===== src/common/board_io_consts.svh =====
// Register map, field widths and UART timing for the board I/O block, included by RTL and testbench
`ifndef BOARD_IO_CONSTS_SVH
`define BOARD_IO_CONSTS_SVH

// Only the low address bits select a register
`define IO_ADDR_BITS 6

// Register offsets within the I/O window
`define IO_RED_LED 6'h00
`define IO_GREEN_LED 6'h04
`define IO_HEX0 6'h08
`define IO_HEX1 6'h0C
`define IO_HEX2 6'h10
`define IO_HEX3 6'h14
`define IO_UART_STATUS 6'h18    // Bit 0 set when transmitter idle
`define IO_UART_DATA 6'h1C      // Write starts a frame, reads zero
`define IO_TIMER 6'h24

// Board output widths
`define RED_LED_BITS 18
`define GREEN_LED_BITS 9
`define HEX_DIGIT_BITS 7

// AXI data word and response code
`define IO_WORD_BITS 32
`define AXI_RESP_BITS 2
`define AXI_RESP_OKAY 2'b00

// 50 MHz clock, roughly 1.85 Mbaud
`define UART_BAUD_DIVIDE 27
`define UART_FRAME_BITS 10      // Start, eight data, stop

`endif

===== src/common/board_io_pkg.sv =====
// Shared types of the board I/O block, imported by the decode, execute and result stages
`include "board_io_consts.svh"

package board_io_pkg;

	// Register addressed by a write or read
	typedef enum logic [3:0]
	{
		SEL_RED_LED,
		SEL_GREEN_LED,
		SEL_HEX0,
		SEL_HEX1,
		SEL_HEX2,
		SEL_HEX3,
		SEL_UART_STATUS,
		SEL_UART_DATA,
		SEL_TIMER,
		SEL_NONE                            // Unmapped or unaligned offset
	} io_sel_t;

	// AXI address and data word
	typedef logic [`IO_WORD_BITS-1:0] io_word_t;

	// Board output registers
	typedef logic [`RED_LED_BITS-1:0] red_led_t;
	typedef logic [`GREEN_LED_BITS-1:0] green_led_t;
	typedef logic [`HEX_DIGIT_BITS-1:0] hex_digit_t;

endpackage


===== src/verilog/board_io_top.sv =====
// Board I/O block as an AXI4-Lite slave driving LEDs, seven-segment digits and UART transmit
`include "board_io_consts.svh"

module board_io_top(
	input                               clk50,
	input                               core_reset,
	input board_io_pkg::io_word_t       awaddr,
	input                               awvalid,
	output logic                        awready,
	input board_io_pkg::io_word_t       wdata,
	input                               wvalid,
	output logic                        wready,
	output logic [`AXI_RESP_BITS-1:0]   bresp,
	output logic                        bvalid,
	input                               bready,
	input board_io_pkg::io_word_t       araddr,
	input                               arvalid,
	output logic                        arready,
	output board_io_pkg::io_word_t      rdata,
	output logic [`AXI_RESP_BITS-1:0]   rresp,
	output logic                        rvalid,
	input                               rready,
	output board_io_pkg::red_led_t      red_led,
	output board_io_pkg::green_led_t    green_led,
	output board_io_pkg::hex_digit_t    hex0,
	output board_io_pkg::hex_digit_t    hex1,
	output board_io_pkg::hex_digit_t    hex2,
	output board_io_pkg::hex_digit_t    hex3,
	output logic                        uart_tx);

	import board_io_pkg::*;

	logic wr_en;
	io_sel_t wr_sel;
	io_word_t wr_data;
	logic rd_en;
	io_sel_t rd_sel;
	io_word_t timer_val;
	logic tx_load;
	logic [7:0] tx_byte;
	logic uart_busy;

	assign bresp = `AXI_RESP_OKAY;      // No error cases
	assign rresp = `AXI_RESP_OKAY;

	io_decode i_decode(.clk50, .core_reset, .awaddr, .awvalid, .awready, .wdata, .wvalid,
		.wready, .araddr, .arvalid, .arready, .bvalid, .rvalid, .uart_busy, .wr_en,
		.wr_sel, .wr_data, .rd_en, .rd_sel);

	io_execute i_execute(.clk50, .core_reset, .wr_en, .wr_sel, .wr_data, .red_led,
		.green_led, .hex0, .hex1, .hex2, .hex3, .timer_val, .tx_load, .tx_byte);

	uart_transmit i_uart_transmit(.clk50, .core_reset, .tx_load, .tx_byte,
		.busy(uart_busy), .uart_tx);

	io_result i_result(.clk50, .core_reset, .wr_en, .rd_en, .rd_sel, .timer_val,
		.uart_busy, .bready, .bvalid, .rready, .rvalid, .rdata);

endmodule


===== src/verilog/io_result.sv =====
// Read data capture and AXI4-Lite response holding for the board I/O slave
module io_result(
	input                               clk50,
	input                               core_reset,
	input                               wr_en,
	input                               rd_en,
	input board_io_pkg::io_sel_t        rd_sel,
	input board_io_pkg::io_word_t       timer_val,
	input                               uart_busy,
	input                               bready,
	output logic                        bvalid,
	input                               rready,
	output logic                        rvalid,
	output board_io_pkg::io_word_t      rdata);

	import board_io_pkg::*;

	// Response flags, held until the master takes them
	always_ff @(posedge clk50, posedge core_reset)
	begin
		if (core_reset)
		begin
			bvalid <= 1'b0;
			rvalid <= 1'b0;
		end
		else
		begin
			if (wr_en)
				bvalid <= 1'b1;
			else if (bready)
				bvalid <= 1'b0;

			if (rd_en)
				rvalid <= 1'b1;
			else if (rready)
				rvalid <= 1'b0;
		end
	end

	// Read data sampled at the accepting edge
	always_ff @(posedge clk50)
	begin
		if (rd_en)
		begin
			case (rd_sel)
				SEL_TIMER: rdata <= timer_val;         // Value before this edge
				SEL_UART_STATUS: rdata <= {{($bits(io_word_t) - 1){1'b0}}, !uart_busy};
				default: rdata <= '0;                  // Write-only and unmapped
			endcase
		end
	end

	// Data must not move under a pending response
	assert property (@(posedge clk50) disable iff (core_reset)
		(rvalid && !rready) |=> (rvalid && $stable(rdata)));

endmodule


===== src/uart/uart_transmit.sv =====
// 8N1 serial transmitter with fixed bit period, loaded by io_execute and polled through busy
`include "board_io_consts.svh"

module uart_transmit(
	input               clk50,
	input               core_reset,
	input               tx_load,        // One-cycle start strobe
	input [7:0]         tx_byte,
	output logic        busy,
	output logic        uart_tx);

	localparam int BIT_CLOCKS = `UART_BAUD_DIVIDE;
	localparam int FRAME_BITS = `UART_FRAME_BITS;
	localparam int BAUD_BITS = $clog2(BIT_CLOCKS);
	localparam int COUNT_BITS = $clog2(FRAME_BITS);

	logic [FRAME_BITS-1:0] shift_reg;       // LSB is the bit on the line
	logic [BAUD_BITS-1:0] baud_count;       // Clocks left in current bit
	logic [COUNT_BITS-1:0] bit_count;       // Bits already finished

	always_ff @(posedge clk50, posedge core_reset)
	begin
		if (core_reset)
		begin
			shift_reg <= '1;                    // Line idles high
			baud_count <= '0;
			bit_count <= '0;
			busy <= 1'b0;
		end
		else if (tx_load && !busy)
		begin
			shift_reg <= {1'b1, tx_byte, 1'b0}; // Stop, data LSB first, start
			baud_count <= BAUD_BITS'(BIT_CLOCKS - 1);
			bit_count <= '0;
			busy <= 1'b1;
		end
		else if (busy)
		begin
			if (baud_count == '0)
			begin
				shift_reg <= {1'b1, shift_reg[FRAME_BITS-1:1]};    // Next bit, fill with idle
				baud_count <= BAUD_BITS'(BIT_CLOCKS - 1);
				if (bit_count == COUNT_BITS'(FRAME_BITS - 1))
				begin
					bit_count <= '0;
					busy <= 1'b0;               // Stop bit done
				end
				else
					bit_count <= bit_count + 1'b1;
			end
			else
				baud_count <= baud_count - 1'b1;
		end
	end

	assign uart_tx = shift_reg[0];

	// Decode must hold off data writes during a frame
	assert property (@(posedge clk50) disable iff (core_reset)
		tx_load |-> !busy);

	// A started frame keeps busy for its full length
	assert property (@(posedge clk50) disable iff (core_reset)
		(tx_load && !busy) |=> busy [* (BIT_CLOCKS * FRAME_BITS)] ##1 !busy);

endmodule


===== src/verilog/io_execute.sv =====
// Board LED and digit registers plus free-running timer, written by decoded AXI writes
`include "board_io_consts.svh"

module io_execute(
	input                               clk50,
	input                               core_reset,
	input                               wr_en,
	input board_io_pkg::io_sel_t        wr_sel,
	input board_io_pkg::io_word_t       wr_data,
	output board_io_pkg::red_led_t      red_led,
	output board_io_pkg::green_led_t    green_led,
	output board_io_pkg::hex_digit_t    hex0,
	output board_io_pkg::hex_digit_t    hex1,
	output board_io_pkg::hex_digit_t    hex2,
	output board_io_pkg::hex_digit_t    hex3,
	output board_io_pkg::io_word_t      timer_val,
	output logic                        tx_load,      // Start a UART frame
	output logic [7:0]                  tx_byte);

	import board_io_pkg::*;

	always_ff @(posedge clk50, posedge core_reset)
	begin
		if (core_reset)
		begin
			red_led <= '0;
			green_led <= '0;
			hex0 <= '0;
			hex1 <= '0;
			hex2 <= '0;
			hex3 <= '0;
			timer_val <= '0;
		end
		else
		begin
			timer_val <= timer_val + 1'b1;          // Counts every clock, wraps

			if (wr_en)
			begin
				case (wr_sel)
					SEL_RED_LED: red_led <= wr_data[`RED_LED_BITS-1:0];
					SEL_GREEN_LED: green_led <= wr_data[`GREEN_LED_BITS-1:0];
					SEL_HEX0: hex0 <= wr_data[`HEX_DIGIT_BITS-1:0];
					SEL_HEX1: hex1 <= wr_data[`HEX_DIGIT_BITS-1:0];
					SEL_HEX2: hex2 <= wr_data[`HEX_DIGIT_BITS-1:0];
					SEL_HEX3: hex3 <= wr_data[`HEX_DIGIT_BITS-1:0];
					default:
					begin
						// Status, timer, UART data and unmapped have no register here
					end
				endcase
			end
		end
	end

	// UART data write goes straight to the transmitter
	assign tx_load = wr_en && (wr_sel == SEL_UART_DATA);
	assign tx_byte = wr_data[7:0];                  // Upper bits ignored

endmodule


===== src/verilog/io_decode.sv =====
// Address decode and AXI4-Lite handshake for the board I/O slave, instantiated by board_io_top
`include "board_io_consts.svh"

module io_decode(
	input                           clk50,
	input                           core_reset,
	input board_io_pkg::io_word_t   awaddr,
	input                           awvalid,
	output logic                    awready,
	input board_io_pkg::io_word_t   wdata,
	input                           wvalid,
	output logic                    wready,
	input board_io_pkg::io_word_t   araddr,
	input                           arvalid,
	output logic                    arready,
	input                           bvalid,       // Write response still pending
	input                           rvalid,       // Read response still pending
	input                           uart_busy,
	output logic                    wr_en,
	output board_io_pkg::io_sel_t   wr_sel,
	output board_io_pkg::io_word_t  wr_data,
	output logic                    rd_en,
	output board_io_pkg::io_sel_t   rd_sel);

	import board_io_pkg::*;

	logic uart_blocked;
	logic wr_accept;

	// Low address bits to register select
	function automatic io_sel_t addr_to_sel(input io_word_t addr);
		case (addr[`IO_ADDR_BITS-1:0])
			`IO_RED_LED: return SEL_RED_LED;
			`IO_GREEN_LED: return SEL_GREEN_LED;
			`IO_HEX0: return SEL_HEX0;
			`IO_HEX1: return SEL_HEX1;
			`IO_HEX2: return SEL_HEX2;
			`IO_HEX3: return SEL_HEX3;
			`IO_UART_STATUS: return SEL_UART_STATUS;
			`IO_UART_DATA: return SEL_UART_DATA;
			`IO_TIMER: return SEL_TIMER;
			default: return SEL_NONE;
		endcase
	endfunction

	assign wr_sel = addr_to_sel(awaddr);
	assign wr_data = wdata;
	assign uart_blocked = (wr_sel == SEL_UART_DATA) && uart_busy;   // Back-pressure while sending

	// Address and data are taken together, one write outstanding
	assign wr_accept = awvalid && wvalid && !bvalid && !uart_blocked;
	assign awready = wr_accept;
	assign wready = wr_accept;
	assign wr_en = wr_accept;                       // Target updates at this edge

	// Read path is independent of the write path
	assign rd_sel = addr_to_sel(araddr);
	assign arready = !rvalid;
	assign rd_en = arvalid && arready;

	// No second write while io_result still holds a response
	assert property (@(posedge clk50) disable iff (core_reset)
		awready |-> !bvalid);

	// Same for reads
	assert property (@(posedge clk50) disable iff (core_reset)
		arready |-> !rvalid);

	// Accepted write shows its response next cycle
	assert property (@(posedge clk50) disable iff (core_reset)
		wr_en |=> bvalid);

endmodule


===== config.mk =====
export PLATFORM = sky130hd
export DESIGN_NAME = board_io_top
export DESIGN_NICKNAME = d
export VERILOG_FILES = /design/src/common/board_io_pkg.sv /design/src/verilog/board_io_top.sv /design/src/verilog/io_result.sv /design/src/uart/uart_transmit.sv /design/src/verilog/io_execute.sv /design/src/verilog/io_decode.sv
export VERILOG_INCLUDE_DIRS = /design/src /design/src/common
export SDC_FILE = /design/constraint.sdc
export NUM_CORES = 1
export LEC_CHECK = 0
export BUFFER_PORTS_ARGS = -buffer_cell sky130_fd_sc_hd__buf_2
export CORE_MARGIN = 2
export CORE_UTILIZATION = 54
export CTS_CLUSTER_DIAMETER = 200
export DETAILED_ROUTE_END_ITERATION = 8
export PLACE_DENSITY_LB_ADDON = 0.15
export SLEW_MARGIN = 20
export SYNTH_ARGS = -nofsm -noshare
export SYNTH_HDL_FRONTEND = slang
export SYNTH_SLANG_ARGS = --single-unit

===== constraint.sdc =====
create_clock -name clk50 -period 9.25 [get_ports clk50]
set_input_delay 0.925 -clock clk50 [delete_from_list [all_inputs] [get_ports clk50]]
set_output_delay 0.925 -clock clk50 [all_outputs]
set_load 0.05 [all_outputs]

==> flow_results.xml <==
<?xml version="1.0" encoding="UTF-8"?>
<metrics>
  <group name="critical_path">
    <metric name="endpoint" unit="">wready</metric>
    <metric name="timing.critical_path.to_type" unit="">output pin</metric>
    <metric name="worstRegToRegCells" unit="">4</metric>
    <metric name="reg2reg_setup_slack" unit="ns">7.05</metric>
    <metric name="critPathRequiredTime" unit="ns">8.33</metric>
    <metric name="crit_path_cell_trace" unit="">buf_2, or4b_4, nor2_1, a31oi_1, buf_2</metric>
    <metric name="critPathMaxFanout" unit="">4</metric>
    <metric name="crit-reg2reg-launch" unit="">i_execute.timer_val[2]</metric>
    <metric name="worst_path_largest_cell_delay" unit="ns">0.59</metric>
    <metric name="critical_path.startpoint_type" unit="">input pin</metric>
    <metric name="critical_path.most_common_cell" unit="">sky130_fd_sc_hd__buf_2</metric>
    <metric name="worst-endpoint-arrival" unit="ns">2.16</metric>
    <metric name="critPathSlowestCell" unit="">sky130_fd_sc_hd__or4b_4</metric>
    <metric name="crit_start" unit="">awaddr[1]</metric>
    <metric name="criticalPathCategory" unit="">in -&gt; out</metric>
    <metric name="worst_r2r_endpoint" unit="">i_execute.timer_val[31]</metric>
  </group>
  <group name="finish">
    <metric name="synthToLayoutAreaGrowth" unit="%">23.6</metric>
    <metric name="antenna_cells_inserted" unit="">0</metric>
    <metric name="post-route-cell-area" unit="um^2">7150</metric>
    <metric name="drive_gt1_share" unit="%">41.6</metric>
    <metric name="post-route-util" unit="%">68.9</metric>
    <metric name="nNetsFinal" unit="">673</metric>
    <metric name="n_fill_cell" unit="">747</metric>
    <metric name="final_common_cell" unit="">sky130_fd_sc_hd__buf_2</metric>
    <metric name="commonest_non_fill_non_tap_cells_in_the_layout" unit="">sky130_fd_sc_hd__buf_2, sky130_fd_sc_hd__dfrtp_1, sky130_fd_sc_hd__mux2_2</metric>
    <metric name="biggestRegsByFlops" unit="">i_execute.timer_val (32), i_result.rdata (32), i_execute.red_led (18)</metric>
  </group>
  <group name="synthesis">
    <metric name="synth_area_per_cell" unit="um^2">13.6</metric>
    <metric name="yosys_warnings" unit="">0</metric>
    <metric name="async_reset_ff_share" unit="%">77.1</metric>
    <metric name="synth-edff-count" unit="">32</metric>
    <metric name="synth_seq_cells" unit="">140</metric>
    <metric name="ys.flop_type" unit="">sky130_fd_sc_hd__dfrtp_1</metric>
    <metric name="synthesis.area" unit="um^2">5780</metric>
    <metric name="synth-seq-area-share" unit="%">63.6</metric>
    <metric name="postSynthCellCount" unit="">426</metric>
    <metric name="synth.lib_cells_used.distinct" unit="">46</metric>
  </group>
  <group name="timing">
    <metric name="max_slew_violation_total_from_the_final_report" unit="">0</metric>
    <metric name="finalCriticalPeriod" unit="ns">3.09</metric>
    <metric name="final_setup_fails" unit="">0</metric>
    <metric name="timing.max_slew.rel_slack" unit="%">31.1</metric>
    <metric name="timing.fmax" unit="GHz">0.324</metric>
    <metric name="clock-skew-final" unit="ns">0.0107</metric>
    <metric name="rsz0062_at_grt" unit="">no</metric>
    <metric name="tns" unit="ns">0</metric>
    <metric name="report.final.hold_viol_count" unit="">0</metric>
    <metric name="period_share" unit="%">33.4</metric>
    <metric name="worst_slew_pin_slew" unit="ns">1.03</metric>
  </group>
  <group name="grt">
    <metric name="antenna_found_initial" unit="">0</metric>
    <metric name="gr-usage-all-layers" unit="%">20.2</metric>
    <metric name="grt_max_degree" unit="">74</metric>
    <metric name="grt_pass1_vias" unit="">3780</metric>
    <metric name="globalRoute.totalOverflow" unit="">0</metric>
    <metric name="grt_pass1_wl" unit="um">18100</metric>
  </group>
  <group name="cts">
    <metric name="cts-buffers-inserted" unit="">17</metric>
    <metric name="clock_latency" unit="ns">0.52</metric>
    <metric name="cts.path.max_buffers" unit="">2</metric>
    <metric name="count_of_cells_resized_by_post_cts_repair" unit="">0</metric>
    <metric name="cts_root_buffer" unit="">sky130_fd_sc_hd__clkbuf_8</metric>
    <metric name="h-tree-depth" unit="">4</metric>
    <metric name="cts_hold_repair.buffers" unit="">0</metric>
    <metric name="cts_post_setup_buffers_inserted" unit="">0</metric>
    <metric name="cts.clk_slew.worst_paths" unit="ns">0.06</metric>
    <metric name="clock_sinks" unit="">140</metric>
    <metric name="cts_tree" unit="">yes</metric>
  </group>
  <group name="run_status">
    <metric name="status" unit="">complete, no violations</metric>
  </group>
  <group name="routing">
    <metric name="vias_per_cell" unit="">5.22</metric>
    <metric name="top_layer" unit="">met4</metric>
    <metric name="detailroute.wirelength.met3" unit="um">639</metric>
    <metric name="dr_wl_met2" unit="um">5570</metric>
    <metric name="routedWlPerCell" unit="um">15.3</metric>
    <metric name="drc" unit="">0</metric>
    <metric name="routed_wl" unit="um">10900</metric>
    <metric name="drtPass1Iterations" unit="">4</metric>
    <metric name="drt.antenna.violating_nets" unit="">0</metric>
    <metric name="detail_route.iter0.violations" unit="">139</metric>
    <metric name="route.layer.met1.wl" unit="um">4570</metric>
    <metric name="detailroute.via_count" unit="">3729</metric>
  </group>
  <group name="floorplan">
    <metric name="floorplan.initialDensity" unit="%">55.7</metric>
    <metric name="die_outline_height" unit="um">107</metric>
    <metric name="floorplan.die_area" unit="um^2">11500</metric>
    <metric name="core" unit="um^2">10400</metric>
    <metric name="floorplan.die.width" unit="um">107</metric>
    <metric name="rows" unit="">37</metric>
    <metric name="boundaryPins" unit="">200</metric>
  </group>
  <group name="hold_path">
    <metric name="timing.hold.worst.class" unit="">in -&gt; async</metric>
  </group>
  <group name="run">
    <metric name="maxCapViolations" unit="">0</metric>
  </group>
  <group name="placement">
    <metric name="detailedPlacementHpwl" unit="um">7410</metric>
    <metric name="io_buffer_count" unit="">129</metric>
    <metric name="placer_congestion_estimate" unit="">0.774</metric>
    <metric name="postPlaceCellArea" unit="um^2">6560</metric>
  </group>
  <group name="power">
    <metric name="irDropWorstVdd" unit="mV">0.134</metric>
    <metric name="power.static_leakage" unit="uW">0.00348</metric>
    <metric name="power_density" unit="nW/um^2">221</metric>
  </group>
</metrics>
cells by family after synthesis:
kind of cell | after synthesis | share of synthesized area (%)
xor gates and xnor gates | 31 | 4.70
muxes | 57 | 11.1
buffers and inverters | 25 | 2.16
DFF | 140 | 63.6
other | 1 | 0.0649
AOI/OAI and AO/OA | 31 | 3.44
and+or+nand+nor | 137 | 14.1
adders and majority gates | 4 | 0.866
layout make-up:
class	instances	area [um^2]	area share (%)
clock buffers	18	418	5.85
clock inverters	14	160	2.24
inverters	9	36.3	0.508
multi-input cells	264	2000	28.0
flip-flops and latches	140	3670	51.4
well taps	136	170	2.38
repair buffers	134	687	9.61
routing by layer:
metal	GRT usage [%]	up-vias
met5	0	-
met4	7.05	0
met3	6.11	14
met2	33.4	103
met1	25.3	1820
li1	-	1792
cells in the mapped netlist (all sizes together) (9+ instances only):
| cell type | n | area, um^2 |
|---|---|---|
| edfxtp | 32 | 961 |
| xnor2 | 25 | 219 |
| nor2 | 17 | 63.8 |
| nand4 | 13 | 81.3 |
| dfstp | 9 | 236 |
| o21ai | 10 | 50.1 |
| nand2 | 26 | 97.6 |
| buf | 10 | 68.8 |
| a22oi | 9 | 67.6 |
| inv | 9 | 33.8 |
| nand3 | 15 | 75.1 |
| mux2 | 55 | 619 |
| and2 | 33 | 206 |
| dfrtp | 99 | 2480 |
worst min path at each step:
stage                                 startpoint                            to
floorplan                i_execute.timer_val[31]       i_execute.timer_val[31]
global placement         i_execute.timer_val[31]       i_execute.timer_val[31]
detailed placement  i_uart_transmit.shift_reg[5]  i_uart_transmit.shift_reg[5]
CTS                                   core_reset       i_execute.timer_val[14]
global route                          core_reset       i_execute.timer_val[14]
finish                                core_reset       i_execute.timer_val[18]
worst max-delay path, delay by kind of cell:
kind	cells	cell delay, ns
compound gates	1	0.13
buf+inv	2	0.36
simple gates	2	0.75
power breakdown:
group,switching (uW),internal (uW)
Clock,264,389
Combinational,165,57.9
Sequential,24.8,682
metrics by stage:
stage	power, uW	hold slack (ns)	setup slack, ns	std cells
3_5_place_dp	942	0.472	6.16	682
2_1_floorplan	884	0.438	5.49	429
5_1_grt	1650	0.449	6.11	715
6_report	1580	0.426	6.16	715
3_3_place_gp	935	0.455	6.18	682
4_1_cts	1600	0.431	6.16	714
Power figures use the tool's default switching activity.
